`src/design/dsp_config.svh`:
```
`ifndef DSP_CONFIG_SVH
`define DSP_CONFIG_SVH

// Data path widths
`define DSP_DATA_W  16
`define DSP_ACC_W   36          // Room for guard bits above the 32-bit product

// Program memory, 64 words
`define DSP_PROG_AW 6

// Data RAM, 64 words
`define DSP_RAM_AW  6

// Y unit pointer registers r0..r3
`define DSP_NPTR    4

// Instruction word width, fixed by the encoding
`define DSP_INSTR_W 16

`endif

```
`src/design/dsp_isa_pkg.sv`:
```
`include "dsp_config.svh"

package dsp_isa_pkg;

    typedef enum logic [3:0] {
        OP_NOP  = 4'd0,
        OP_SETR = 4'd1,     // rN = imm10
        OP_SETJ = 4'd2,     // j = imm10
        OP_LDX  = 4'd3,     // x = *rN
        OP_LDY  = 4'd4,     // y = *rN
        OP_STI  = 4'd5,     // *rN = sext(imm8)
        OP_STA  = 4'd6,     // *rN = acc low word
        OP_MAC  = 4'd7,
        OP_CLR  = 4'd8,
        OP_HALT = 4'd15
    } opcode_e;

    typedef enum logic [1:0] {
        PM_PLAIN = 2'd0,    // *rN
        PM_INC   = 2'd1,    // *rN++
        PM_DEC   = 2'd2,    // *rN--
        PM_ADDJ  = 2'd3     // *rN++j
    } ptr_mode_e;

    typedef logic [$clog2(`DSP_NPTR)-1:0] ptr_sel_t;

    typedef struct packed {
        opcode_e   opcode;
        ptr_sel_t  ptr_sel;
        logic [7:0] imm;
        ptr_mode_e mode;
    } instr_t;

    typedef struct packed {
        logic      set_ptr;
        logic      set_j;
        logic      load_x;
        logic      load_y;
        logic      ram_we;
        logic      sel_imm;
        logic      mac;
        logic      clr;
        logic      halt;
        ptr_sel_t  ptr_sel;
        ptr_mode_e mode;
        logic [9:0] imm;    // Bits 9:2 double as the 8-bit store immediate
    } ctrl_t;

endpackage

```
`src/design/dsp_host_pkg.sv`:
```
`include "dsp_config.svh"

package dsp_host_pkg;

    // One program memory write from the host
    typedef struct packed {
        logic [`DSP_PROG_AW-1:0] addr;
        dsp_isa_pkg::instr_t     word;
    } prog_load_t;

    // Address width check helper for the host side
    localparam int PROG_DEPTH = 2 ** `DSP_PROG_AW;

    typedef logic [`DSP_PROG_AW-1:0] prog_addr_t;

endpackage

```
`src/design/dsp_core.sv`:
```
`timescale 1ns/1ps
`include "dsp_config.svh"

module dsp_core
    import dsp_isa_pkg::*;
    import dsp_host_pkg::*;
(
    input  logic                  clk,
    input  logic                  rst,
    input  logic                  prog_req,
    input  prog_load_t            prog_word,
    output logic                  prog_ack,
    input  logic                  run_req,
    output logic                  run_ack,
    output logic [`DSP_ACC_W-1:0] acc,
    output logic                  fault
);

    logic                   fetch_valid;
    instr_t                 fetch_word;
    logic                   run_start;
    ctrl_t                  ctrl;
    logic [`DSP_RAM_AW-1:0] ram_addr;
    logic [`DSP_DATA_W-1:0] ram_rdata;

    dsp_sequencer u_seq (
        .clk, .rst, .prog_req, .prog_word, .prog_ack, .run_req, .run_ack,
        .fetch_valid, .fetch_word, .halt(ctrl.halt), .run_start
    );

    dsp_decoder u_dec (
        .clk, .rst, .run_start, .fetch_valid, .fetch_word, .ctrl, .fault
    );

    dsp_yaau u_yaau (.clk, .rst, .ctrl, .ram_addr);

    dsp_dau u_dau (.clk, .rst, .ctrl, .ram_rdata, .acc);

    // Address from the Y unit, write data from the arithmetic unit
    dsp_data_ram u_ram (.clk, .ctrl, .ram_addr, .acc, .ram_rdata);

endmodule

```
`src/design/dsp_data_ram.sv`:
```
`timescale 1ns/1ps
`include "dsp_config.svh"

module dsp_data_ram
    import dsp_isa_pkg::*;
(
    input  logic                   clk,
    input  ctrl_t                  ctrl,
    input  logic [`DSP_RAM_AW-1:0] ram_addr,
    input  logic [`DSP_ACC_W-1:0]  acc,
    output logic [`DSP_DATA_W-1:0] ram_rdata
);

    logic [`DSP_DATA_W-1:0] mem [2**`DSP_RAM_AW];
    logic [`DSP_DATA_W-1:0] imm_ext;
    logic [`DSP_DATA_W-1:0] wdata;

    // STI byte sits in imm[9:2]
    assign imm_ext = {{(`DSP_DATA_W-8){ctrl.imm[9]}}, ctrl.imm[9:2]};
    assign wdata   = ctrl.sel_imm ? imm_ext : acc[`DSP_DATA_W-1:0];

    assign ram_rdata = mem[ram_addr];   // Same cycle read for LDX/LDY

    always_ff @(posedge clk) begin
        if (ctrl.ram_we) begin
            mem[ram_addr] <= wdata;
        end
    end

endmodule

```
`src/design/dsp_dau.sv`:
```
`timescale 1ns/1ps
`include "dsp_config.svh"

module dsp_dau
    import dsp_isa_pkg::*;
(
    input  logic                   clk,
    input  logic                   rst,
    input  ctrl_t                  ctrl,
    input  logic [`DSP_DATA_W-1:0] ram_rdata,
    output logic [`DSP_ACC_W-1:0]  acc
);

    localparam int PROD_W = 2 * `DSP_DATA_W;

    logic signed [`DSP_DATA_W-1:0] x_reg;
    logic signed [`DSP_DATA_W-1:0] y_reg;
    logic signed [PROD_W-1:0]      prod;

    assign prod = x_reg * y_reg;

    always_ff @(posedge clk or posedge rst) begin
        if (rst) begin
            x_reg <= '0;
            y_reg <= '0;
            acc   <= '0;
        end else begin
            if (ctrl.load_x) x_reg <= ram_rdata;
            if (ctrl.load_y) y_reg <= ram_rdata;
            if (ctrl.clr) begin
                acc <= '0;
            end else if (ctrl.mac) begin
                // Product sign-extended into the guard bits
                acc <= acc + {{(`DSP_ACC_W-PROD_W){prod[PROD_W-1]}}, prod};
            end
        end
    end

    a_mac_clr_excl: assert property (@(posedge clk) disable iff (rst)
        !(ctrl.mac && ctrl.clr));

endmodule

```
`src/design/dsp_decoder.sv`:
```
`timescale 1ns/1ps
`include "dsp_config.svh"

module dsp_decoder
    import dsp_isa_pkg::*;
(
    input  logic   clk,
    input  logic   rst,
    input  logic   run_start,
    input  logic   fetch_valid,
    input  instr_t fetch_word,
    output ctrl_t  ctrl,
    output logic   fault
);

    logic halted;   // Set by HALT so later words are dropped

    always_ff @(posedge clk or posedge rst) begin
        if (rst) begin
            ctrl   <= '0;
            halted <= 1'b0;
            fault  <= 1'b0;
        end else begin
            // All strobes low unless the case below sets one
            ctrl         <= '0;
            ctrl.ptr_sel <= fetch_word.ptr_sel;
            ctrl.mode    <= fetch_word.mode;
            ctrl.imm     <= {fetch_word.imm, fetch_word.mode};

            if (run_start) begin
                halted <= 1'b0;
            end else if (fetch_valid && !halted) begin
                case (fetch_word.opcode)
                    OP_NOP: begin
                    end
                    OP_SETR: ctrl.set_ptr <= 1'b1;
                    OP_SETJ: ctrl.set_j   <= 1'b1;
                    OP_LDX:  ctrl.load_x  <= 1'b1;
                    OP_LDY:  ctrl.load_y  <= 1'b1;
                    OP_STI: begin
                        ctrl.ram_we  <= 1'b1;
                        ctrl.sel_imm <= 1'b1;
                    end
                    OP_STA:  ctrl.ram_we  <= 1'b1;  // Accumulator low word
                    OP_MAC:  ctrl.mac     <= 1'b1;
                    OP_CLR:  ctrl.clr     <= 1'b1;
                    OP_HALT: begin
                        ctrl.halt <= 1'b1;
                        halted    <= 1'b1;
                    end
                    default: begin
                        // Undefined word runs as NOP
                        fault <= 1'b1;
                    end
                endcase
            end
        end
    end

    // Only one data path action per instruction
    a_action_onehot: assert property (@(posedge clk) disable iff (rst)
        $onehot0({ctrl.load_x, ctrl.load_y, ctrl.ram_we, ctrl.mac, ctrl.clr}));

endmodule

```
`src/design/dsp_sequencer.sv`:
```
`timescale 1ns/1ps
`include "dsp_config.svh"

module dsp_sequencer
    import dsp_isa_pkg::*;
    import dsp_host_pkg::*;
(
    input  logic       clk,
    input  logic       rst,
    input  logic       prog_req,
    input  prog_load_t prog_word,
    output logic       prog_ack,
    input  logic       run_req,
    output logic       run_ack,
    output logic       fetch_valid,
    output instr_t     fetch_word,
    input  logic       halt,
    output logic       run_start
);

    instr_t     prog_mem [PROG_DEPTH];
    prog_addr_t pc;
    logic       busy;
    logic       run_req_q;
    logic       prog_wr;

    // Loads are refused while a program runs
    assign prog_wr   = prog_req && !prog_ack && !busy;
    assign run_start = run_req && !run_req_q && !busy;

    // Host write port and synchronous fetch
    always_ff @(posedge clk) begin
        if (prog_wr) begin
            prog_mem[prog_word.addr] <= prog_word.word;
        end
        fetch_word <= prog_mem[pc];
    end

    always_ff @(posedge clk or posedge rst) begin
        if (rst) begin
            pc          <= '0;
            busy        <= 1'b0;
            run_req_q   <= 1'b0;
            run_ack     <= 1'b0;
            prog_ack    <= 1'b0;
            fetch_valid <= 1'b0;
        end else begin
            run_req_q   <= run_req;
            fetch_valid <= busy && !halt;
            if (prog_wr) begin
                prog_ack <= 1'b1;
            end else if (!prog_req) begin
                prog_ack <= 1'b0;       // Phase 4
            end
            if (run_start) begin
                pc   <= '0;
                busy <= 1'b1;
            end else if (busy && halt) begin
                busy <= 1'b0;
            end else if (busy) begin
                pc <= pc + 1'b1;
            end
            if (busy && halt) begin
                run_ack <= 1'b1;        // Result is valid from here
            end else if (!run_req) begin
                run_ack <= 1'b0;
            end
        end
    end

    a_no_ack_while_busy: assert property (@(posedge clk) disable iff (rst)
        !(run_ack && busy));

    a_no_load_while_busy: assert property (@(posedge clk) disable iff (rst)
        $rose(prog_ack) |-> !$past(busy));

endmodule

```
`src/design/dsp_yaau.sv`:
```
`timescale 1ns/1ps
`include "dsp_config.svh"

module dsp_yaau
    import dsp_isa_pkg::*;
(
    input  logic                   clk,
    input  logic                   rst,
    input  ctrl_t                  ctrl,
    output logic [`DSP_RAM_AW-1:0] ram_addr
);

    logic [`DSP_RAM_AW-1:0] ptr [`DSP_NPTR];
    logic [`DSP_RAM_AW-1:0] j_step;
    logic                   access;

    assign ram_addr = ptr[ctrl.ptr_sel];    // Value before post-modify
    assign access   = ctrl.load_x || ctrl.load_y || ctrl.ram_we;

    always_ff @(posedge clk or posedge rst) begin
        if (rst) begin
            ptr    <= '{default: '0};
            j_step <= '0;
        end else begin
            if (ctrl.set_j) begin
                j_step <= ctrl.imm[`DSP_RAM_AW-1:0];
            end
            if (ctrl.set_ptr) begin
                ptr[ctrl.ptr_sel] <= ctrl.imm[`DSP_RAM_AW-1:0];
            end else if (access) begin
                // Wraps modulo the RAM depth
                case (ctrl.mode)
                    PM_PLAIN: ptr[ctrl.ptr_sel] <= ram_addr;
                    PM_INC:   ptr[ctrl.ptr_sel] <= ram_addr + 1'b1;
                    PM_DEC:   ptr[ctrl.ptr_sel] <= ram_addr - 1'b1;
                    PM_ADDJ:  ptr[ctrl.ptr_sel] <= ram_addr + j_step;
                    default:  ptr[ctrl.ptr_sel] <= ram_addr;
                endcase
            end
        end
    end

endmodule

```
`config.mk`:
```
export PLATFORM = sky130hd
export DESIGN_NAME = dsp_core
export DESIGN_NICKNAME = d
export VERILOG_FILES = /design/src/design/dsp_isa_pkg.sv /design/src/design/dsp_host_pkg.sv /design/src/design/dsp_core.sv /design/src/design/dsp_data_ram.sv /design/src/design/dsp_dau.sv /design/src/design/dsp_decoder.sv /design/src/design/dsp_sequencer.sv /design/src/design/dsp_yaau.sv
export VERILOG_INCLUDE_DIRS = /design/src /design/src/design
export SDC_FILE = /design/constraint.sdc
export NUM_CORES = 2
export LEC_CHECK = 0
export BUFFER_PORTS_ARGS = -buffer_cell sky130_fd_sc_hd__buf_2
export CELL_PAD_IN_SITES_DETAIL_PLACEMENT = 0
export CELL_PAD_IN_SITES_GLOBAL_PLACEMENT = 1
export CORE_ASPECT_RATIO = 1.25
export CORE_MARGIN = 8
export CORE_UTILIZATION = 40
export DETAILED_ROUTE_END_ITERATION = 16
export PLACE_DENSITY = 0.7
export SLEW_MARGIN = 15
export SYNTH_ARGS = -nofsm -noshare
export SYNTH_HDL_FRONTEND = slang
export SYNTH_SLANG_ARGS = --single-unit
```
`constraint.sdc`:
```
create_clock -name clk -period 16.15 [get_ports clk]
set_clock_uncertainty 0.1 [all_clocks]
set_input_delay 3.23 -clock clk [delete_from_list [all_inputs] [get_ports clk]]
set_output_delay 3.23 -clock clk [all_outputs]
set_load 0.01 [all_outputs]
```
* After elaboration in Yosys (flattened, before gate mapping) *
Memories as Yosys holds them, arrays and structs flattened. A register that Yosys moved wholly into a read port is not among the register bits.
Cells that the tools add are included.

cells by class
  add/subtract/negate cells = 5
  multiply operators = 1
  magnitude comparators = 2
  eq/ne operators = 15
  mux-type cells = 43
  bitwise gates (word level) = 3
  reductions and logical operators = 28

operator list
  kind                   number
  $bwmux W24             5
  $pmux W24 S4           1
  $mux W36               2
  $mux W24               2
  $add A36 B36 Y36       1
  $mux W6                6
  $mul A16 B16 Y32       1
  $mux W1                22
  $mux W9                2
  $eq A4 B3 Y1 const B   4
  $mux W16               1
  $add A6 B1 Y6 const B  2
  $bmux W6 S2            1
  $demux W6 S2           1
  $reduce_bool A2 Y1     6
  $reduce_or A10 Y1      1
  $eq A4 B2 Y1 const B   2
  $eq A4 B4 Y1 const B   2
  $logic_and A1 B1 Y1    8
  $add A6 B6 Y6          1
  $sub A6 B1 Y6 const B  1
  $logic_not A1 Y1       5
  $eq A2 B2 Y1 const B   2
  $eq A4 B1 Y1 const B   1
  13 further kinds       17

word-level totals
  bits in registers = 134
  memory bits (writable) = 2,048
  bits of input ports = 26
  output and inout bits = 39
  logic and storage cells = 127
  memories = 2

memories
  memory          depth  bits a word  read ports  clocked after Yosys merged registers in  write ports  line                 source
  u_ram.mem       64     16           1           0                                        1            dsp_data_ram.sv:14   logic [`DSP_DATA_W-1:0] mem [2**`DSP_RAM_AW];
  u_seq.prog_mem  64     16           1           1                                        1            dsp_sequencer.sv:21  instr_t prog_mem [PROG_DEPTH];

* Logic depth before layout (Yosys ltp) *
  word-level depth = 9
  mapped depth = 36
  mapped depth without buffers = 34

* By module *
A second synthesis with hierarchy kept.

second synthesis, totals
  cells, all modules = 5,904
  area, all modules = 97,200.7 µm²

by module, submodules not included
  module         times used  cells an instance  area each (µm²)  sequential area each (µm²)
  dsp_sequencer  1           1,797              40,119.7         31,345.1
  dsp_data_ram   1           2,262              39,819.4         30,749.5
  dsp_dau        1           1,513              14,069.7         1,701.6
  dsp_yaau       1           283                2,402.3          750.7
  dsp_decoder    1           49                 789.5            575.6

* Worst setup path after synthesis *
OpenSTA, ideal clock, no wires.

  path kind = register to register
  from = reg u_dau.y_reg[2]
  to = reg u_dau.acc[35]
  setup time = 125 ps
  arrival time = 7,942 ps
  required time = 15,925 ps
  setup slack = 7,983 ps
  cell stages (with the launch flop) = 34
  buffers on the path = 1
  clock period less this slack = 8,167 ps
  path through = dfrtp_1 clkbuf_1 and2_1 fa_1 fa_1 ha_1 inv_1 fa_1 inv_1 fa_1 inv_1 fa_1 inv_1 ha_1 a2111oi_0 o21a_1 o21bai_1 a21oi_1 o21bai_1 a21oi_1 o21ai_0 a2111oi_0 nor3_1 ha_1 a211oi_1 a21boi_0 a2111o_1 or2_2 o21ai_0 a31oi_1 o21ai_0 nand2_1 mux2i_1 mux2_2

on the way
  word-level cells in the longest chain between the ends = 4

RTL lines
  element                   line           source
  start: declaration        dsp_dau.sv:17  logic signed [`DSP_DATA_W-1:0] y_reg;
  start signal: assignment  dsp_dau.sv:29  if (ctrl.load_y) y_reg <= ram_rdata;
  $mul A16 B16 Y32          dsp_dau.sv:20  assign prod = x_reg * y_reg;
  $add A36 B36 Y36          dsp_dau.sv:34  acc <= acc + {{(`DSP_ACC_W-PROD_W){prod[PROD_W-1]}}, prod};
  $mux W36                  dsp_dau.sv:32  end else if (ctrl.mac) begin
  $mux W36                  dsp_dau.sv:30  if (ctrl.clr) begin
  end signal: assignment    dsp_dau.sv:34
  end: declaration          dsp_dau.sv:11  output logic [`DSP_ACC_W-1:0] acc

No other way between the ends. The select of a mux whose other input is x is not followed.
A chain may end at the register's enable or synchronous reset.

* Worst setup path in the final report *
Same ends and word-level chain as after synthesis.

==> metrics <==
status finished clean; total track usage 0.188; clk sinks around 2200; clock slew at reported path FFs approximately 0.070 ns; Slew HR 0.175; Starting DRT DRC Count roughly 4800; Num CTS Buffers 209; RR Endpoint u_dau.acc[35]$_DFFE_PP0P_; crit path kind reg -> reg; Starting Density 0.402; crit-path max FO 17; CP startpoint kind flip-flop; Register-to-Register Path Depth 32; number of global-route vias before repair 51438; hold depth 0; reg-to-reg critical path startpoint u_dau.y_reg[2]$_DFFE_PP0P_; CP bufs+invs 4; area of the mapped netlist 94500 sq um; largest net degree at the start of global routing between 100 and 150; Tmin final 9.13 ns; synthesized flop and latch total 2196; Crit. End Element flip-flop; grt total ovfl 0; Die Width 451 um; synth warn 0; Post-synth EDFFs 2048; most frequent CP cell fa_1; CP Capture Point u_dau.acc[35]$_DFFE_PP0P_; Via Count 50512; hold_buf cts 0; Fmax achieved 110 MHz; HP Class reg -> reg; root buf cell clkbuf_16; first-pass GRT wire length 357 mm; drt drc 0; synth top area cells edfxtp_1, mux4_2, fa_1, dfrtp_1, a22oi_1; Cells after Synth 5476; share of the synthesized area in the top cell type 0.651; setup violators final 0; CP max-delay cell dfrtp_1; Synth cell types 78; # resized after CTS 0; top post-synthesis cells by count edfxtp_1, a22oi_1, mux4_2; initial antenna violation count 7; layout net count 6043; CTS tree built; CP peak stage delay 0.70 ns; setup TNS 0 ns; share of cells above drive strength 1 0.170; H-tree depth 4; RePlAce Congestion slightly above 0.8; Die Ht 560 um; Synth-to-Final Area Change 11.7%; Most used DFF post-synth edfxtp_1; Critical path origin u_dau.y_reg[2]$_DFFE_PP0P_; largest delay contributor family on the critical path compound AO/OA/AOI/OAI gates; Slew @ Worst Pin roughly 1.2 ns; Final ANT Viol Nets 0; DR vias/cell roughly 5.7; routed wire length per instance about 27 um; R2R Setup Slk ~7 ns; Post-CTS Setup Bufs 0; RSZ-0062 raised after global routing false; async set or reset register ratio after synthesis 0.0601; row count 199; fillers 20277; sequential area share after synthesis 0.689; path length in cells of the critical path 32; CP arrival 9.78 ns; number of port buffers 64; max cap viols 0; Skew-Pair Late Insertion Delay 0.90 ns; Mean Syn Cell Area 17.3 sq um; dpl hpwl 145 mm; top-count cell post-synth edfxtp_1; Max Root-Sink Buffers 4; CORE AREA 235000 sq um; overall routed net length 245 mm; Worst Hold Launch u_seq.fetch_word[10]$_DFF_P_; syn nets 5891; critical path required time 16.79 ns; IO Count 65; fin crit share 0.565; Initial DRT Pass Iterations 5; area leader, netlist edfxtp_1; max-slew violations 0; die area 252000 sq um; Hold Violations, Final 0; largest registers u_ram.mem (1024), u_seq.prog_mem (1024), u_dau.acc (36)
-- worst register-to-register path, delay by kind of cell (launching register included) --
kind | cells | cell delay [ns]
adder cells (fa/ha/maj) | 8 | 3.34
AND/OR/NAND/NOR | 4 | 0.73
multiplexers | 2 | 0.52
AO/OA/AOI/OAI | 14 | 3.37
flip-flops | 1 | 0.70
buffers and inverters | 4 | 0.20
-- cell usage in the layout, fill, tap and decap left out, drive strengths merged, types with 27 or more instances in the layout --
master  instances
nand2         222
and2          129
o21ai          82
mux4          343
fa            264
mux2i          27
a22o           77
inv           341
ha            125
clkbuf        254
xnor2          48
buf           237
dfrtp         132
clkinv         87
nor2          273
a221oi         74
a21oi         121
edfxtp       2048
a21o           32
a31oi          74
a41oi          41
nand3          27
a22oi         364
-- worst min path at each step --
stage	endpoint	slack, ns
2_1_floorplan	u_dec.ctrl[10]$_DFF_PP0_	0.22
3_3_place_gp	u_dec.ctrl[13]$_DFF_PP0_	0.22
3_5_place_dp	u_dec.ctrl[13]$_DFF_PP0_	0.22
4_1_cts	u_dec.ctrl[2]$_DFF_PP0_	0.22
5_1_grt	u_dec.ctrl[3]$_DFF_PP0_	0.23
6_report	u_dec.ctrl[12]$_DFF_PP0_	0.23
-- routing by layer --
layer	GRT usage	wire length [um]	up-vias
li1	-	-	21765
met1	0.245	96500	26594
met2	0.329	125000	1761
met3	0.0220	13700	390
met4	0.0641	9270	2
met5	0	9	-
-- layout make-up --
type                       instances  area [sq um]  share of cell area
inverter                         331          1250              0.0118
tap                             3115          3900              0.0369
sequential                      2196         65100               0.617
multi-input combinational       2653         27000               0.256
clock buffer                     254          5460              0.0517
clock inverter                   122          1060              0.0101
antenna                            7          17.5            0.000166
timing repair buffer             237          1740              0.0165
-- metrics by stage --
stage | setup slack (ns) | cells | area (sq um) | hold slack [ns] | util
3_3_place_gp | 6.80 | 8531 | 99000 | 0.218 | 0.421
3_5_place_dp | 7.06 | 8531 | 99000 | 0.222 | 0.421
4_1_cts | 7.02 | 8907 | 106000 | 0.223 | 0.449
5_1_grt | 6.47 | 8909 | 106000 | 0.234 | 0.449
2_1_floorplan | 7.98 | 5476 | 94500 | 0.216 | -
6_report | 7.02 | 8915 | 106000 | 0.230 | 0.449
-- cells by family (layout without fill, tap and decap cells) --
| group | count (synthesis) | after routing | synth area share |
|---|---|---|---|
| mux | 387 | 387 | 0.0866 |
| other cells | 0 | 7 | 0 |
| xor+xnor | 72 | 72 | 0.00667 |
| simple gates | 818 | 818 | 0.0420 |
| buf+inv | 627 | 944 | 0.0276 |
| flops | 2196 | 2196 | 0.689 |
| compound gates | 987 | 987 | 0.0758 |
| fa+ha+maj | 389 | 389 | 0.0724 |
Power is not shown: default switching activity piles up to over one toggle a cycle in this logic, so the estimate is an artifact.
